`config.mk`:
```
export PLATFORM = sky130hd
export DESIGN_NAME = dram_cs_mon
export DESIGN_NICKNAME = d
export VERILOG_FILES = /design/src/source/dram_mon_pkg.sv /design/src/source/cs_check_if.sv /design/src/source/rank_switch_checker.sv /design/src/source/cs_error_log.sv /design/src/source/dram_cs_mon.sv
export SDC_FILE = /design/constraint.sdc
export NUM_CORES = 1
export LEC_CHECK = 0
export ABC_CLOCK_PERIOD_IN_PS = 7450
export BUFFER_PORTS_ARGS = -buffer_cell sky130_fd_sc_hd__clkbuf_2
export CORE_UTILIZATION = 35
export DETAILED_ROUTE_END_ITERATION = 10
export PLACE_DENSITY = 0.53
export SLEW_MARGIN = 20
export SYNTH_ARGS = -nofsm -noshare
export SYNTH_HDL_FRONTEND = slang
export SYNTH_SLANG_ARGS = --single-unit
export TNS_END_PERCENT = 5
```
`constraint.sdc`:
```
create_clock -name clk -period 7.45 [get_ports clk]
set_input_delay 1.49 -clock clk [delete_from_list [all_inputs] [get_ports clk]]
set_output_delay 1.49 -clock clk [all_outputs]
set_load 0.005 [all_outputs]
```
`src/source/dram_mon_pkg.sv`:
```
// DRAM chip-select monitor constants and types shared by all blocks
`default_nettype none

package dram_mon_pkg;

   // Channel and rank geometry
   localparam int NUM_CH    = 4;
   localparam int NUM_RANK  = 2;                        // Chip selects per channel
   localparam int RANK_W    = $clog2(NUM_RANK);

   // Controller queue position
   localparam int QUE_POS_W = 5;
   localparam logic [QUE_POS_W-1:0] ISSUE_POS = 5'h0a;  // Slot where a command issues

   // Rank switch spacing, in cycles
   localparam int RANK_GAP  = 6;
   localparam int GAP_CNT_W = $clog2(RANK_GAP + 1);     // Counter saturates at RANK_GAP

   // Error accounting
   localparam int ERR_CNT_W = 8;
   localparam int HIT_CNT_W = $clog2(2 * NUM_CH + 1);   // Up to two errors per channel

   typedef logic [NUM_RANK-1:0]  cs_l_t;                // Active low
   typedef logic [QUE_POS_W-1:0] que_pos_t;
   typedef logic [RANK_W-1:0]    rank_t;
   typedef logic [GAP_CNT_W-1:0] gap_cnt_t;

   typedef cs_l_t    [NUM_CH-1:0] ch_cs_l_t;
   typedef que_pos_t [NUM_CH-1:0] ch_que_pos_t;
   typedef logic     [NUM_CH-1:0] ch_flags_t;           // One bit per channel

   typedef logic [ERR_CNT_W-1:0] err_cnt_t;
   typedef logic [HIT_CNT_W-1:0] hit_cnt_t;

endpackage : dram_mon_pkg

`default_nettype wire

```
`src/source/cs_check_if.sv`:
```
// Per-channel link carrying chip-select samples in and error pulses out
`timescale 1ns/1ps
`default_nettype none

interface cs_check_if;

   import dram_mon_pkg::*;

   que_pos_t que_pos;      // Controller queue position, level
   cs_l_t    cs_l;         // Pad chip selects, active low

   logic     err_overlap;  // One-cycle pulse
   logic     err_early;    // One-cycle pulse

   // Sampling side
   modport check (
      input  que_pos,
      input  cs_l,
      output err_overlap,
      output err_early
   );

   // Log only needs the error pulses
   modport log (
      input  err_overlap,
      input  err_early
   );

endinterface : cs_check_if

`default_nettype wire

```
`src/source/rank_switch_checker.sv`:
```
// Flags rank overlap and too-early rank switches on one DRAM channel at issue slots
`timescale 1ns/1ps
`default_nettype none

module rank_switch_checker (
   input  logic     clk,
   input  logic     rst_l,
   cs_check_if.check chk
);

   import dram_mon_pkg::*;

   logic     issue;        // Sample this cycle
   logic     multi_sel;    // More than one rank low
   logic     one_sel;      // Exactly one rank low
   rank_t    sel_rank;     // Index of the low chip select
   logic     early_hit;

   logic     last_vld;
   rank_t    last_rank;
   gap_cnt_t gap_cnt;      // Cycles since last single-rank select

   assign issue     = (chk.que_pos == ISSUE_POS);
   assign multi_sel = ($countones(~chk.cs_l) > 1);
   assign one_sel   = ($countones(~chk.cs_l) == 1);

   // Encode the selected rank, only meaningful when one_sel is set
   always_comb begin
      sel_rank = '0;
      for (int r = 0; r < NUM_RANK; r++) begin
         if (!chk.cs_l[r]) begin
            sel_rank = rank_t'(r);
         end
      end
   end

   // Different rank inside the gap window
   assign early_hit = one_sel && last_vld && (sel_rank != last_rank) &&
                      (gap_cnt < RANK_GAP);

   always_ff @(posedge clk) begin
      if (rst_l) begin
         chk.err_overlap <= 1'b0;
         chk.err_early   <= 1'b0;
         last_vld        <= 1'b0;
         last_rank       <= '0;
         gap_cnt         <= gap_cnt_t'(RANK_GAP);   // Nothing recent out of reset
      end else begin
         chk.err_overlap <= issue && multi_sel;
         chk.err_early   <= issue && early_hit;

         if (issue && one_sel) begin
            last_vld  <= 1'b1;
            last_rank <= sel_rank;
            gap_cnt   <= gap_cnt_t'(1);             // One cycle gone by the next edge
         end else begin
            if (gap_cnt < RANK_GAP) begin
               gap_cnt <= gap_cnt + 1'b1;
            end
            if (issue && multi_sel) begin
               last_vld <= 1'b0;                     // Overlap wipes the history
            end
         end
      end
   end

   // The two error kinds come from exclusive select counts
   a_err_excl : assert property (
      @(posedge clk) disable iff (rst_l)
      !(chk.err_overlap && chk.err_early)
   ) else $error("overlap and early error pulsed together");

   // Any error must trace back to an issue slot one cycle earlier
   a_err_after_issue : assert property (
      @(posedge clk) disable iff (rst_l)
      (chk.err_overlap || chk.err_early) |-> $past(chk.que_pos == ISSUE_POS)
   ) else $error("error pulse without a preceding issue slot");

endmodule : rank_switch_checker

`default_nettype wire

```
`src/source/cs_error_log.sv`:
```
// Gathers chip-select errors from all channels into sticky flags and a saturating count
`timescale 1ns/1ps
`default_nettype none

module cs_error_log (
   input  logic                   clk,
   input  logic                   rst_l,
   input  logic                   err_clr,
   cs_check_if.log                chk [dram_mon_pkg::NUM_CH],
   output dram_mon_pkg::ch_flags_t overlap_flags,
   output dram_mon_pkg::ch_flags_t early_flags,
   output dram_mon_pkg::err_cnt_t  err_count,
   output logic                   err_new
);

   import dram_mon_pkg::*;

   ch_flags_t            ovl_hit;    // Overlap pulses this cycle
   ch_flags_t            early_hit;  // Early switch pulses this cycle
   hit_cnt_t             hit_num;
   logic [ERR_CNT_W:0]   cnt_sum;    // One extra bit catches the carry
   logic                 any_hit;

   // Interface arrays need a constant index
   for (genvar g = 0; g < NUM_CH; g++) begin : g_gather
      assign ovl_hit[g]   = chk[g].err_overlap;
      assign early_hit[g] = chk[g].err_early;
   end

   assign hit_num = hit_cnt_t'($countones({ovl_hit, early_hit}));
   assign any_hit = |{ovl_hit, early_hit};
   assign cnt_sum = {1'b0, err_count} + (ERR_CNT_W + 1)'(hit_num);

   always_ff @(posedge clk) begin
      if (rst_l) begin
         overlap_flags <= '0;
         early_flags   <= '0;
         err_count     <= '0;
         err_new       <= 1'b0;
      end else if (err_clr) begin
         overlap_flags <= '0;        // Clear wins over arriving errors
         early_flags   <= '0;
         err_count     <= '0;
         err_new       <= 1'b0;
      end else begin
         overlap_flags <= overlap_flags | ovl_hit;
         early_flags   <= early_flags | early_hit;
         err_new       <= any_hit;
         if (cnt_sum[ERR_CNT_W]) begin
            err_count <= '1;         // Saturate
         end else begin
            err_count <= cnt_sum[ERR_CNT_W-1:0];
         end
      end
   end

   // Count only drops after a clear or reset
   a_cnt_monotonic : assert property (
      @(posedge clk) disable iff (rst_l)
      (err_count < $past(err_count)) |-> $past(err_clr || rst_l)
   ) else $error("error count dropped without clear");

   // A new error leaves a sticky flag behind
   a_new_has_flag : assert property (
      @(posedge clk) disable iff (rst_l)
      err_new |-> |{overlap_flags, early_flags}
   ) else $error("err_new without any flag set");

endmodule : cs_error_log

`default_nettype wire

```
`src/source/dram_cs_mon.sv`:
```
// Four-channel DRAM chip-select monitor top with per-channel checkers and a shared log
`timescale 1ns/1ps
`default_nettype none

module dram_cs_mon (
   input  logic                       clk,
   input  logic                       rst_l,
   input  dram_mon_pkg::ch_que_pos_t  que_pos,    // Per-channel controller queue position
   input  dram_mon_pkg::ch_cs_l_t     pad_cs_l,   // Per-channel pad chip selects
   input  logic                       err_clr,
   output dram_mon_pkg::ch_flags_t    overlap_flags,
   output dram_mon_pkg::ch_flags_t    early_flags,
   output dram_mon_pkg::err_cnt_t     err_count,
   output logic                       err_new
);

   import dram_mon_pkg::*;

   cs_check_if ch_if [NUM_CH] ();

   // One checker per channel
   for (genvar g = 0; g < NUM_CH; g++) begin : g_ch
      assign ch_if[g].que_pos = que_pos[g];
      assign ch_if[g].cs_l    = pad_cs_l[g];

      rank_switch_checker u_chk (
         .clk   (clk),
         .rst_l (rst_l),
         .chk   (ch_if[g])
      );
   end

   // Flags and count update one cycle after the checker pulses
   cs_error_log u_log (
      .clk           (clk),
      .rst_l         (rst_l),
      .err_clr       (err_clr),
      .chk           (ch_if),
      .overlap_flags (overlap_flags),
      .early_flags   (early_flags),
      .err_count     (err_count),
      .err_new       (err_new)
   );

endmodule : dram_cs_mon

`default_nettype wire

```
# Word level (Yosys, flattened, before mapping)
# Cells that the tools add are included.
[word_totals]
latch_bits = 0
regBits = 45
output_inout_bits = 17
n_memories = 0
input_bits = 31
mem_bits_ro = 0
ramBits = 0
[op_classes]
n_eq_ne = 12
shifts = 0
n_lt_le_gt_ge = 8
reduce_logical = 34
n_mul = 0
n_mux = 21
n_addsub = 16
div_mod_pow = 0
n_bitwise = 6
[ops]
columns = ["cell", "count"]
rows = [
  ["$eq 32x2->1 const B", 4],
  ["$gt 32x2->1 const B", 4],
  ["$logic_and 1x1->1", 24],
  ["$mux 3", 8],
  ["$eq 5x4->1 const B", 4],
  ["$add 1x1->2", 8],
  ["$reduce_bool 2->1", 8],
  ["$add 3x1->3 const B", 4],
  ["$add 4x4->4", 3],
  ["$lt 3x3->1 const B", 4],
  ["$mux 1", 12],
  ["$add 8x4->9", 1],
  ["$mux 8", 1],
  ["$not 2->2", 4],
  ["$or 4x4->4", 2],
  ["$reduce_or 8->1", 1],
  ["$ne 1x1->1", 4],
  ["$reduce_or 2->1", 1],
]

# Depth between registers and ports, before layout
# Gate-level depths: netlist of the first run.
[logic_depth]
depth_word = 7
mapped_depth = 13
ltp_nobuf = 12

# Cells and area by module
# Synthesis of the first run repeated with hierarchy kept, for this count alone.
[hier_totals]
hier_cells = 229
hier_area_um2 = 2192.1
[by_module_without_submodules]
columns = ["mod", "area_each_um2", "cells_each", "n_inst", "seq_area_each_um2"]
rows = [
  ["rank_switch_checker", 327.8, 33, 4, 140.1],
  ["cs_error_log", 880.8, 97, 1, 340.3],
]

# Worst setup path after synthesis of the first run
# Ideal clock, no wire load.
[synth_path]
path_kind = "flip-flop to flip-flop"
startpoint = "register g_ch[0].u_chk.chk.err_early"
endpoint = "register u_log.err_count[5]"
arrival_time_ns = 3.359
path_stages_with_launch = 13
setup_slack_ns = 3.988
synth_period_minus_slack_ns = 3.462
path_cell_list = "dfxtp_1 ha_1 fa_1 inv_1 fa_1 inv_1 ha_1 fa_1 ha_1 o21ai_0 nor2_1 o2111a_1 a2111oi_2"
[synth_via]
elab_chain_len = 5
[synth_rtl]
columns = ["element", "line_no", "source"]
rows = [
  ["start, declared", "cs_check_if.sv:20", "output err_early"],
  ["start signal, assigned", "rank_switch_checker.sv:50", "chk.err_early <= issue && early_hit;"],
  ["$add 1x1->2 (implied by the code)", "cs_error_log.sv:30", "assign hit_num = hit_cnt_t'($countones({ovl_hit, early_hit}));"],
  ["$add 4x4->4 (implied by the code) (2 in a row)", "cs_error_log.sv:30", ""],
  ["$add 8x4->9", "cs_error_log.sv:32", "assign cnt_sum = {1'b0, err_count} + (ERR_CNT_W + 1)'(hit_num);"],
  ["$mux 8", "cs_error_log.sv:49", "if (cnt_sum[ERR_CNT_W]) begin"],
  ["end signal, assigned", "cs_error_log.sv:52", "err_count <= cnt_sum[ERR_CNT_W-1:0];"],
  ["end, declared", "cs_error_log.sv:12", "output dram_mon_pkg::err_cnt_t err_count,"],
]
# No other way between the ends.
# A chain may end at the register's enable or synchronous reset.

# Worst setup path in the final report of the first run
# Ends and elaborated chain as after synthesis.

==> impl_results.md, run 1 <==
* Main combinational cell family by area after synthesis: simple AND/OR/NAND/NOR gates
* Fill count at ~600
* Pin count of the biggest net entering global routing at 30
* WL per Instance at about 11 um
* # IOs at 48
* CTS buffer count at 5
* Worst hold slack at about 0.47 ns
* Post-route cell area at 2580 um^2
* VDD IR-drop max at 0.0000770 V
* Final nets at 330
* Port Buf Inserts at 47
* Antenna violations before repair at 0
* Placer Congestion at 0.792
* Clk sinks at 45
* Die Y-Extent at 81.0 um
* Root buffer cell: clkbuf_8
* RSZ-0062 raised after global routing: false
* CP arrival at between 3 and 4 ns
* Pwr Density at between 150 and 200 nW/um^2
* XOR/XNOR Fraction of Synth Area at 4.01%
* Post CTS Setup Buffer Count at 0
* Area contributors post-synth: dfxtp_1 (41%), ha_1 (10%), nor2_1 (6.5%)
* Critical Path Start Type: flop
* Setup CP Type: flop to flop
* Status: finished, final reports clean
* Syn Std Cell Area at ~2200 um^2
* Final hold viol count at 0
* Synthesized Nets at 287
* Post-synthesis mux area share at 0%
* Distinct cell type count after synthesis at 36
* CP cell instances: ha_1 > fa_1 > inv_1 > fa_1 > inv_1 > ha_1 > fa_1 > ha_1 > nor2b_1 > o21a_1 > nor4b_1 > a2111oi_2
* Period utilisation layout at 48.4%
* P&R area growth vs syn at 18.2%
* Grt ovf at 0
* DRT iter0 DRCs at 24
* Fmax at 277 MHz
* Antenna cell count at 0
* Area leader, netlist: dfxtp_1
* Slew @ Worst Pin at 0.521 ns
* Core Area at ~6000 um^2
* Post-synthesis sequential area ratio at 41.3%
* CP required at between 7 and 8 ns
* Die ar. at 6550 um^2
* Htree depth at 2
* Multi-input gate area at 1150 um^2
* Die width at 81.0 um
* Tmin final at 3.60 ns
* Cell Rows at 28
* Post-synthesis compound-gate area fraction at 12.8%
* Max-Slew Margin vs Limit at between 60% and 70%
* Layout Skew at between 0.002 and 0.003 ns
* Critical path endpoint category: flop
* Fraction of layout instances using a drive strength above 1 at 22.4%
* # hold bufs at CTS at 0
* Longest Clk Path Bufs at 2
* Vias/cell at 4.74
* Flops & latches, synth at 45
* Dpl cell area at 2460 um^2
* Post-synth top area share at roughly two fifths
* Vias in the first global route at approximately 1600
* Simple-Gate Fraction of Synth Area at 21.2%
* Max cap viols at 0
* Worst skew pair latency at between 0.2 and 0.3 ns
* Post-Route WL at 3.85 mm
* GR Util All Layers at 13.2%
* Post-DRT Antenna Nets at 0
* LEAKAGE at 1.27 nW
* Final-report setup violation count at 0
* Syn Area/Cell at between 9 and 10 um^2
* Initial Utilization at 36.6%
* Drt pass-1 iters at 4
* HPWL Detailed at 3.02 mm
* Setup_tns at 0 ns
* First-pass GRT wire length at 6.67 mm
* Hold Path Class: flop to flop
* Vias post-DR at 1668
* Critical-path maximum fanout at 4
* Ys Warns at 0
* Slowest CP cell: fa_1
* Cells after Synth at 233
* Resized cells post-CTS at 0
* Clk slew on worst S/H paths at 0.08 ns
* DRC at 0
* Reg area at 901 um^2
* Adder-Cell Fraction of Synth Area at 14.9%
* CTS tree: built
* Final Max Tran Viols at 0
* Max stage delay on crit path at between 0.5 and 0.6 ns
## state kept, by name (all words and copies together), names as in the netlist
| signal | flops |
|---|---|
| g_ch.u_chk.last_vld | 4 |
| g_ch.u_chk.gap_cnt | 12 |
| u_log.err_count | 8 |
| u_log.early_flags | 4 |
| u_log.err_new | 1 |
| g_ch.u_chk.last_rank | 4 |
| u_log.overlap_flags | 4 |
| g_ch.u_chk.chk.err_overlap | 4 |
| g_ch.u_chk.chk.err_early | 4 |
## per-layer routing
metal | vias to the layer above | global-route usage (%) | wire, um
met3 | 4 | 4.04 | 180
met2 | 31 | 22.8 | 1800
met4 | 0 | 4.82 | 48
met5 | - | 0 | 0
met1 | 754 | 15.4 | 1820
li1 | 879 | - | -
## where the power goes
group / switching, mW / internal, mW
Combinational: 0.0111 / 0.0126
Clock: 0.0778 / 0.109
Sequential: 0.00147 / 0.242
Total: 0.0904 / 0.364
## cell type report
cell class                 instances  share of cell area, %
timing repair buffer              47                   9.12
clock buffer                       7                   3.35
sequential                        45                   34.9
clock inverter                     1                   1.16
tap                               75                   3.64
inverter                          21                   3.06
multi-input combinational        156                   44.7
## final timing paths
check / startpoint / cells past startpoint / slack [ns] / endpoint
max: g_ch[0].u_chk.chk.err_early$_SDFF_PP0_ / 12 / 3.85 / u_log.err_count[5]$_SDFF_PP0_
min: u_log.overlap_flags[1]$_SDFF_PP0_ / 2 / 0.47 / u_log.overlap_flags[1]$_SDFF_PP0_
max reg2reg: g_ch[0].u_chk.chk.err_early$_SDFF_PP0_ / 12 / 3.85 / u_log.err_count[5]$_SDFF_PP0_
min reg2reg: u_log.overlap_flags[1]$_SDFF_PP0_ / 2 / 0.47 / u_log.overlap_flags[1]$_SDFF_PP0_
## layout by cell type, fill, tap and decap left out, types with 5 or more instances in the layout
master    Yosys  layout
nand2_1       6       6
clkbuf_2      5      47
nor2_1       38      38
o21ai_0       6       6
nand3b_1      8       8
o21bai_1      8       8
inv_1        21      21
fa_1          5       5
ha_1         18      18
dfxtp_1      45      45
xor2_1        6       6
a21oi_1      14      14
and3b_1       9       9
clkbuf_8      0       6
## stage by stage
| step | cells | worst slack [ns] | power, mW | utilization (%) |
|---|---|---|---|---|
| CTS | 352 | 3.83 | 0.463 | 43.3 |
| global route | 352 | 3.58 | 0.474 | 43.3 |
| global placement | 344 | 3.92 | 0.273 | 41.3 |
| detailed placement | 344 | 3.84 | 0.274 | 41.3 |
| floorplan | 233 | 3.99 | 0.263 | - |
| finish | 352 | 3.85 | 0.455 | 43.3 |
## logic make-up after synthesis
kind of cell / after synthesis
flip-flops: 45
adder cells (fa/ha/maj): 23
AND/OR/NAND/NOR: 82
XOR/XNOR: 10
AO/OA/AOI/OAI: 41
buffers and inverters: 32
## cell usage after synthesis
cell type and count:
nand2_1 6, nor3_1 3, nor4b_1 2, o21a_1 1, dfxtp_1 45, or2_2 1, nor3b_1 1, nand3_1 1
o221ai_1 1, and4bb_2 4, a2111oi_2 1, inv_1 21, a31oi_1 1, and3_1 4, o211a_1 1, o21ai_0 6
buf_2 1, o21bai_1 8, fa_1 5, a211oi_1 4, xor2_1 6, xnor2_1 4, clkbuf_2 5, nand4_1 1
ha_1 18, clkbuf_1 5, nor4_1 3, nor2b_1 1, nand3b_1 8, a211oi_2 1, o2111a_1 1, a21oi_1 14
and3b_1 9, a21o_1 1, o31a_2 1, nor2_1 38
## critical path: cells and delay by family (launching register included)
kind	cells	cell delay [ns]
DFF	1	0.34
and+or+nand+nor	2	0.54
AOI/OAI and AO/OA	2	0.27
adders and majority gates	6	2.24
buffers and inverters	2	0.09
Power figures use the tool's default switching activity.
==> run 2: changes to the inputs <==
Settings changed: ABC_CLOCK_PERIOD_IN_PS 7450 to 3800.
Clock period 7.45 ns to 3.8 ns, I/O delays scaled along.
==> impl_results.md, run 2 (synthesized netlist as in run 1, its figures left out) <==
* Switching Share at 19.8%
* LEAKAGE at 1.27 nW
* Fraction of layout instances using a drive strength above 1 at 23.1%
* Switching power total at approximately 0.18 mW
* Period utilisation layout at about 94%
* Hold Path Class: flop to flop
* VDD IR-drop max at 0.000138 V
* Core Area at 5960 um^2
* Vias post-DR at roughly 1600
* Gr busiest metal: met2
* Fmax at 279 MHz
* CP required at slightly below 4 ns
* First-pass GRT wire length at 6.76 mm
* Reg2Reg Depth at 12
* Setup CP Type: flop to flop
* Vias in the first global route at 1571
* CP arrival at 3.74 ns
* Layout Skew at a little over 0.005 ns
* Final hold viol count at 0
* Cell Rows at 28
* P&R area growth vs syn at 18.6%
* Post-Route WL at 3.84 mm
* Flop pwr share at 53.7%
* Post CTS Setup Buffer Count at 0
* RSZ-0062 raised after global routing: false
* Status: finished, final reports clean
* Critical-path maximum fanout at 4
* Root buffer cell: clkbuf_8
* Die ar. at 6550 um^2
* CP cell instances: ha_1 > fa_1 > inv_1 > fa_1 > inv_1 > ha_1 > fa_1 > ha_1 > nor2b_1 > o21a_1 > nor4b_1 > nor4_1
* Drt pass-1 iters at 4
* Final nets at 330
* DRC at 0
* Slowest CP cell: fa_1
* Max-Slew Margin vs Limit at approximately two thirds
* Vias/cell at approximately 4.7
* Max stage delay on crit path at about 0.53 ns
* HPWL Detailed at approximately 3.0 mm
* Biggest regs: g_ch.u_chk.gap_cnt (12), u_log.err_count (8)
* Port Buf Inserts at 47
* Max reg flops at 12
* Clk sinks at 45
* Critical Path Start Type: flop
* Initial Utilization at 36.6%
* Htree depth at 2
* Pint at 0.714 mW
* Max cap viols at 0
* DRT iter0 DRCs at 20
* Met1 Usage GRT at 16.6%
* Grt ovf at 0
* GR Util All Layers at 13.4%
* CTS buffer count at 5
* Die width at 81.0 um
* Placer Congestion at 0.792
* Tmin final at 3.58 ns
* CTS tree: built
* R2R Setup Slk at 0.22 ns
* Most frequent cells in the layout: clkbuf_2 (47), dfxtp_1 (45), nor2_1 (37)
* Worst hold slack at approximately 0.47 ns
* Worst skew pair latency at 0.29 ns
* Commonest non-fill, non-tap cell in the layout: clkbuf_2
* Critical path endpoint category: flop
* Most flops, register: g_ch.u_chk.gap_cnt
* Setup_tns at 0 ns
* Pwr Density at 344 nW/um^2
* Longest Clk Path Bufs at 2
* Antenna cell count at 0
* WL per Instance at 10.9 um
* Gate power share at 5.2%
* Clk pwr share at 41.1%
* Clk slew on worst S/H paths at 0.08 ns
* Met3 usage at approximately 3.7%
* Post-DRT Antenna Nets at 0
* Pin count of the biggest net entering global routing at 30
* # IOs at 48
* Die Y-Extent at a little over 80 um
* Slew @ Worst Pin at 0.513 ns
* Final-report setup violation count at 0
* GR Util met2 at 22.1%
* Final Max Tran Viols at 0
* WHS Path Cells at 2
* Antenna violations before repair at 0
## run 2: layout make-up
type                    count  area (um^2)
flip-flops and latches     45          901
inverters                  21         78.8
clock inverters             1         30.0
repair buffers             47          235
multi-input cells         156         1160
well taps                  75         93.8
clock buffers               7         86.3
fillers                   606         3370
## run 2: worst max-delay path, delay by kind of cell, from the launching register on
family,cells,cell delay (ns)
adders and majority gates,6,2.24
and+or+nand+nor,3,0.56
buffers and inverters,2,0.09
DFF,1,0.34
AOI/OAI and AO/OA,1,0.22
## run 2: what timing repair did
action                                 CTS  global route
hold buffers                             0             0
setup endpoints to repair                0             1
endpoints found under the hold margin    0             0
gates resized for setup                  0             3
## run 2: metal layers
metal / share of wire [%] / up-vias
met2: 46 / 28
li1: - / 878
met4: 1.3 / 0
met1: 49 / 739
met5: 0 / -
met3: 4.1 / 4
## run 2: path summary, 6_finish.rpt
check / end / start
setup / recovery: u_log.err_count[7]$_SDFF_PP0_ / g_ch[0].u_chk.chk.err_early$_SDFF_PP0_
hold / removal: u_log.overlap_flags[1]$_SDFF_PP0_ / u_log.overlap_flags[1]$_SDFF_PP0_
setup reg to reg: u_log.err_count[7]$_SDFF_PP0_ / g_ch[0].u_chk.chk.err_early$_SDFF_PP0_
hold reg to reg: u_log.overlap_flags[1]$_SDFF_PP0_ / u_log.overlap_flags[1]$_SDFF_PP0_
## run 2: power by group through the flow
stage / Clock, mW / Combinational, mW / Sequential [mW]
final: 0.366 / 0.0461 / 0.478
after global routing: 0.399 / 0.0538 / 0.479
after floorplan: 0 / 0.0270 / 0.489
after CTS: 0.383 / 0.0474 / 0.478
after detailed placement: 0 / 0.0472 / 0.489
after global placement: 0 / 0.0459 / 0.489
## run 2: stage by stage
| step | cell area, um^2 | std cells | utilization (%) | setup WS [ns] | power [mW] |
|---|---|---|---|---|---|
| floorplan | 2180 | 233 | - | 0.338 | 0.516 |
| global placement | 2460 | 344 | 41.3 | 0.265 | 0.535 |
| detailed placement | 2460 | 344 | 41.3 | 0.197 | 0.537 |
| CTS | 2580 | 352 | 43.3 | 0.188 | 0.909 |
| global route | 2590 | 352 | 43.4 | 0.0227 | 0.931 |
| finish | 2590 | 352 | 43.4 | 0.221 | 0.891 |
==> run 3: changes to the inputs <==
Settings changed: BUFFER_PORTS_ARGS -buffer_cell sky130_fd_sc_hd__clkbuf_2 to default, DONT_BUFFER_PORTS from default to 1, PLACE_DENSITY 0.53 to 0.46.
==> impl_results.md, run 3 (synthesized netlist as in run 1, its figures left out) <==
* Tmin final at between 3 and 4 ns
* Port Buf Inserts at 0
* CP required at around 4 ns
* Fmax at 279 MHz
* Setup_tns at 0 ns
* Longest Clk Path Bufs at 2
* Final nets at 283
* Die ar. at 6550 um^2
* Post-Route WL at 3.78 mm
* Clk slew on worst S/H paths at 0.09 ns
* Post CTS Setup Buffer Count at 0
* Drt pass-1 iters at 4
* Placer Congestion at 0.694
* Root buffer cell: clkbuf_8
* Hold Path Class: flop to flop
* DRC at 0
* Critical-path maximum fanout at 4
* Final-report setup violation count at 0
* Max reg flops at 12
* Status: finished, final reports clean
* First-pass GRT wire length at 6.40 mm
* Antenna cell count at 0
* Critical path endpoint category: flop
* Vias/cell at between 4 and 5
* Worst hold slack at 0.487 ns
* Period utilisation layout at 94.2%
* Pin count of the biggest net entering global routing at 30
* Fill count at ~600
* Antenna violations before repair at 0
* WL per Instance at 12.4 um
* Pwr Density at around 350 nW/um^2
* LEAKAGE at 1.04 nW
* RSZ-0062 raised after global routing: false
* # IOs at 48
* Setup CP Type: flop to flop
* Initial Utilization at a little over a third
* Core Area at about 6000 um^2
* # hold bufs at CTS at 0
* GR Util All Layers at 13.0%
* Final hold viol count at 0
* Slew @ Worst Pin at 0.367 ns
* Die Y-Extent at 81.0 um
* VDD IR-drop max at about 0.00013 V
* Vias post-DR at 1487
* Grt ovf at 0
* CP arrival at around 3.8 ns
* Cell Rows at 28
* HPWL Detailed at 2.81 mm
* Dpl ws at 0.146 ns
* Layout Skew at 0.0114 ns
* Final Max Tran Viols at 0
* Max-Slew Margin vs Limit at 75.6%
* Most flops, register: g_ch.u_chk.gap_cnt
* Resized cells post-CTS at 0
* Clk sinks at 45
* DRT iter0 DRCs at 34
* CTS tree: built
* Worst skew pair latency at 0.30 ns
* CTS buffer count at 5
* Biggest regs: g_ch.u_chk.gap_cnt (12), u_log.err_count (8)
* Post-DRT Antenna Nets at 0
* Commonest non-fill, non-tap cell in the layout: dfxtp_1
* Vias in the first global route at roughly 1400
* Die width at between 80 and 90 um
* Max cap viols at 0
* Most frequent cells in the layout: dfxtp_1 (45), nor2_1 (37), inv_1 (21)
* Critical Path Start Type: flop
* Htree depth at 2
* Fraction of layout instances using a drive strength above 1 at under 10%
* Setup WS post-layout at 0.220 ns
* P&R area growth vs syn at 6.48%
run 3: power by group:
part	internal, mW	switching [mW]	leakage [nW]	total, mW
Combinational	0.0145	0.0127	0.645	0.0271
Clock	0.129	0.174	0.0364	0.303
Sequential	0.475	0.00287	0.363	0.478
run 3: worst paths after layout:
| path | from | endpoint | slack (ns) | cells after the start |
|---|---|---|---|---|
| worst min register to register | g_ch[2].u_chk.last_vld$_SDFFE_PP0P_ | g_ch[2].u_chk.last_vld$_SDFFE_PP0P_ | 0.49 | 2 |
| worst min-delay path | g_ch[2].u_chk.last_vld$_SDFFE_PP0P_ | g_ch[2].u_chk.last_vld$_SDFFE_PP0P_ | 0.49 | 2 |
| worst max-delay path | g_ch[0].u_chk.chk.err_early$_SDFF_PP0_ | u_log.err_count[5]$_SDFF_PP0_ | 0.22 | 12 |
| worst max register to register | g_ch[0].u_chk.chk.err_early$_SDFF_PP0_ | u_log.err_count[5]$_SDFF_PP0_ | 0.22 | 12 |
run 3: area by class of cell:
| type | instances | area (um^2) | area share, % |
|---|---|---|---|
| multi-input combinational | 156 | 1160 | 49.9 |
| sequential | 45 | 901 | 38.8 |
| inverter | 21 | 78.8 | 3.39 |
| tap | 75 | 93.8 | 4.04 |
| clock inverter | 3 | 22.5 | 0.969 |
| clock buffer | 5 | 68.8 | 2.96 |
run 3: stage by stage:
| step | total power, mW | cells | utilization, % | instance area [um^2] |
|---|---|---|---|---|
| floorplan | 0.516 | 233 | - | 2180 |
| global placement | 0.516 | 297 | 37.4 | 2230 |
| detailed placement | 0.517 | 297 | 37.4 | 2230 |
| CTS | 0.827 | 305 | 38.9 | 2320 |
| global route | 0.854 | 305 | 39.0 | 2320 |
| finish | 0.808 | 305 | 39.0 | 2320 |
run 3: worst max-delay path, cell delays in order (launching register included):
cell	delay [ns]
dfxtp_1	0.34
ha_1	0.22
fa_1	0.53
inv_1	0.05
fa_1	0.52
inv_1	0.04
ha_1	0.19
fa_1	0.49
ha_2	0.29
nor2b_1	0.15
o21a_1	0.21
nor4b_1	0.37
a2111oi_2	0.06
run 3: routing by layer:
metal / track usage (%) / vias to the layer above / share of wire, %
met1: 17.7 / 673 / 51
met2: 18.8 / 25 / 43
li1: - / 781 / -
met3: 3.26 / 8 / 3.9
met4: 6.43 / 0 / 2.0
met5: 0 / - / 0
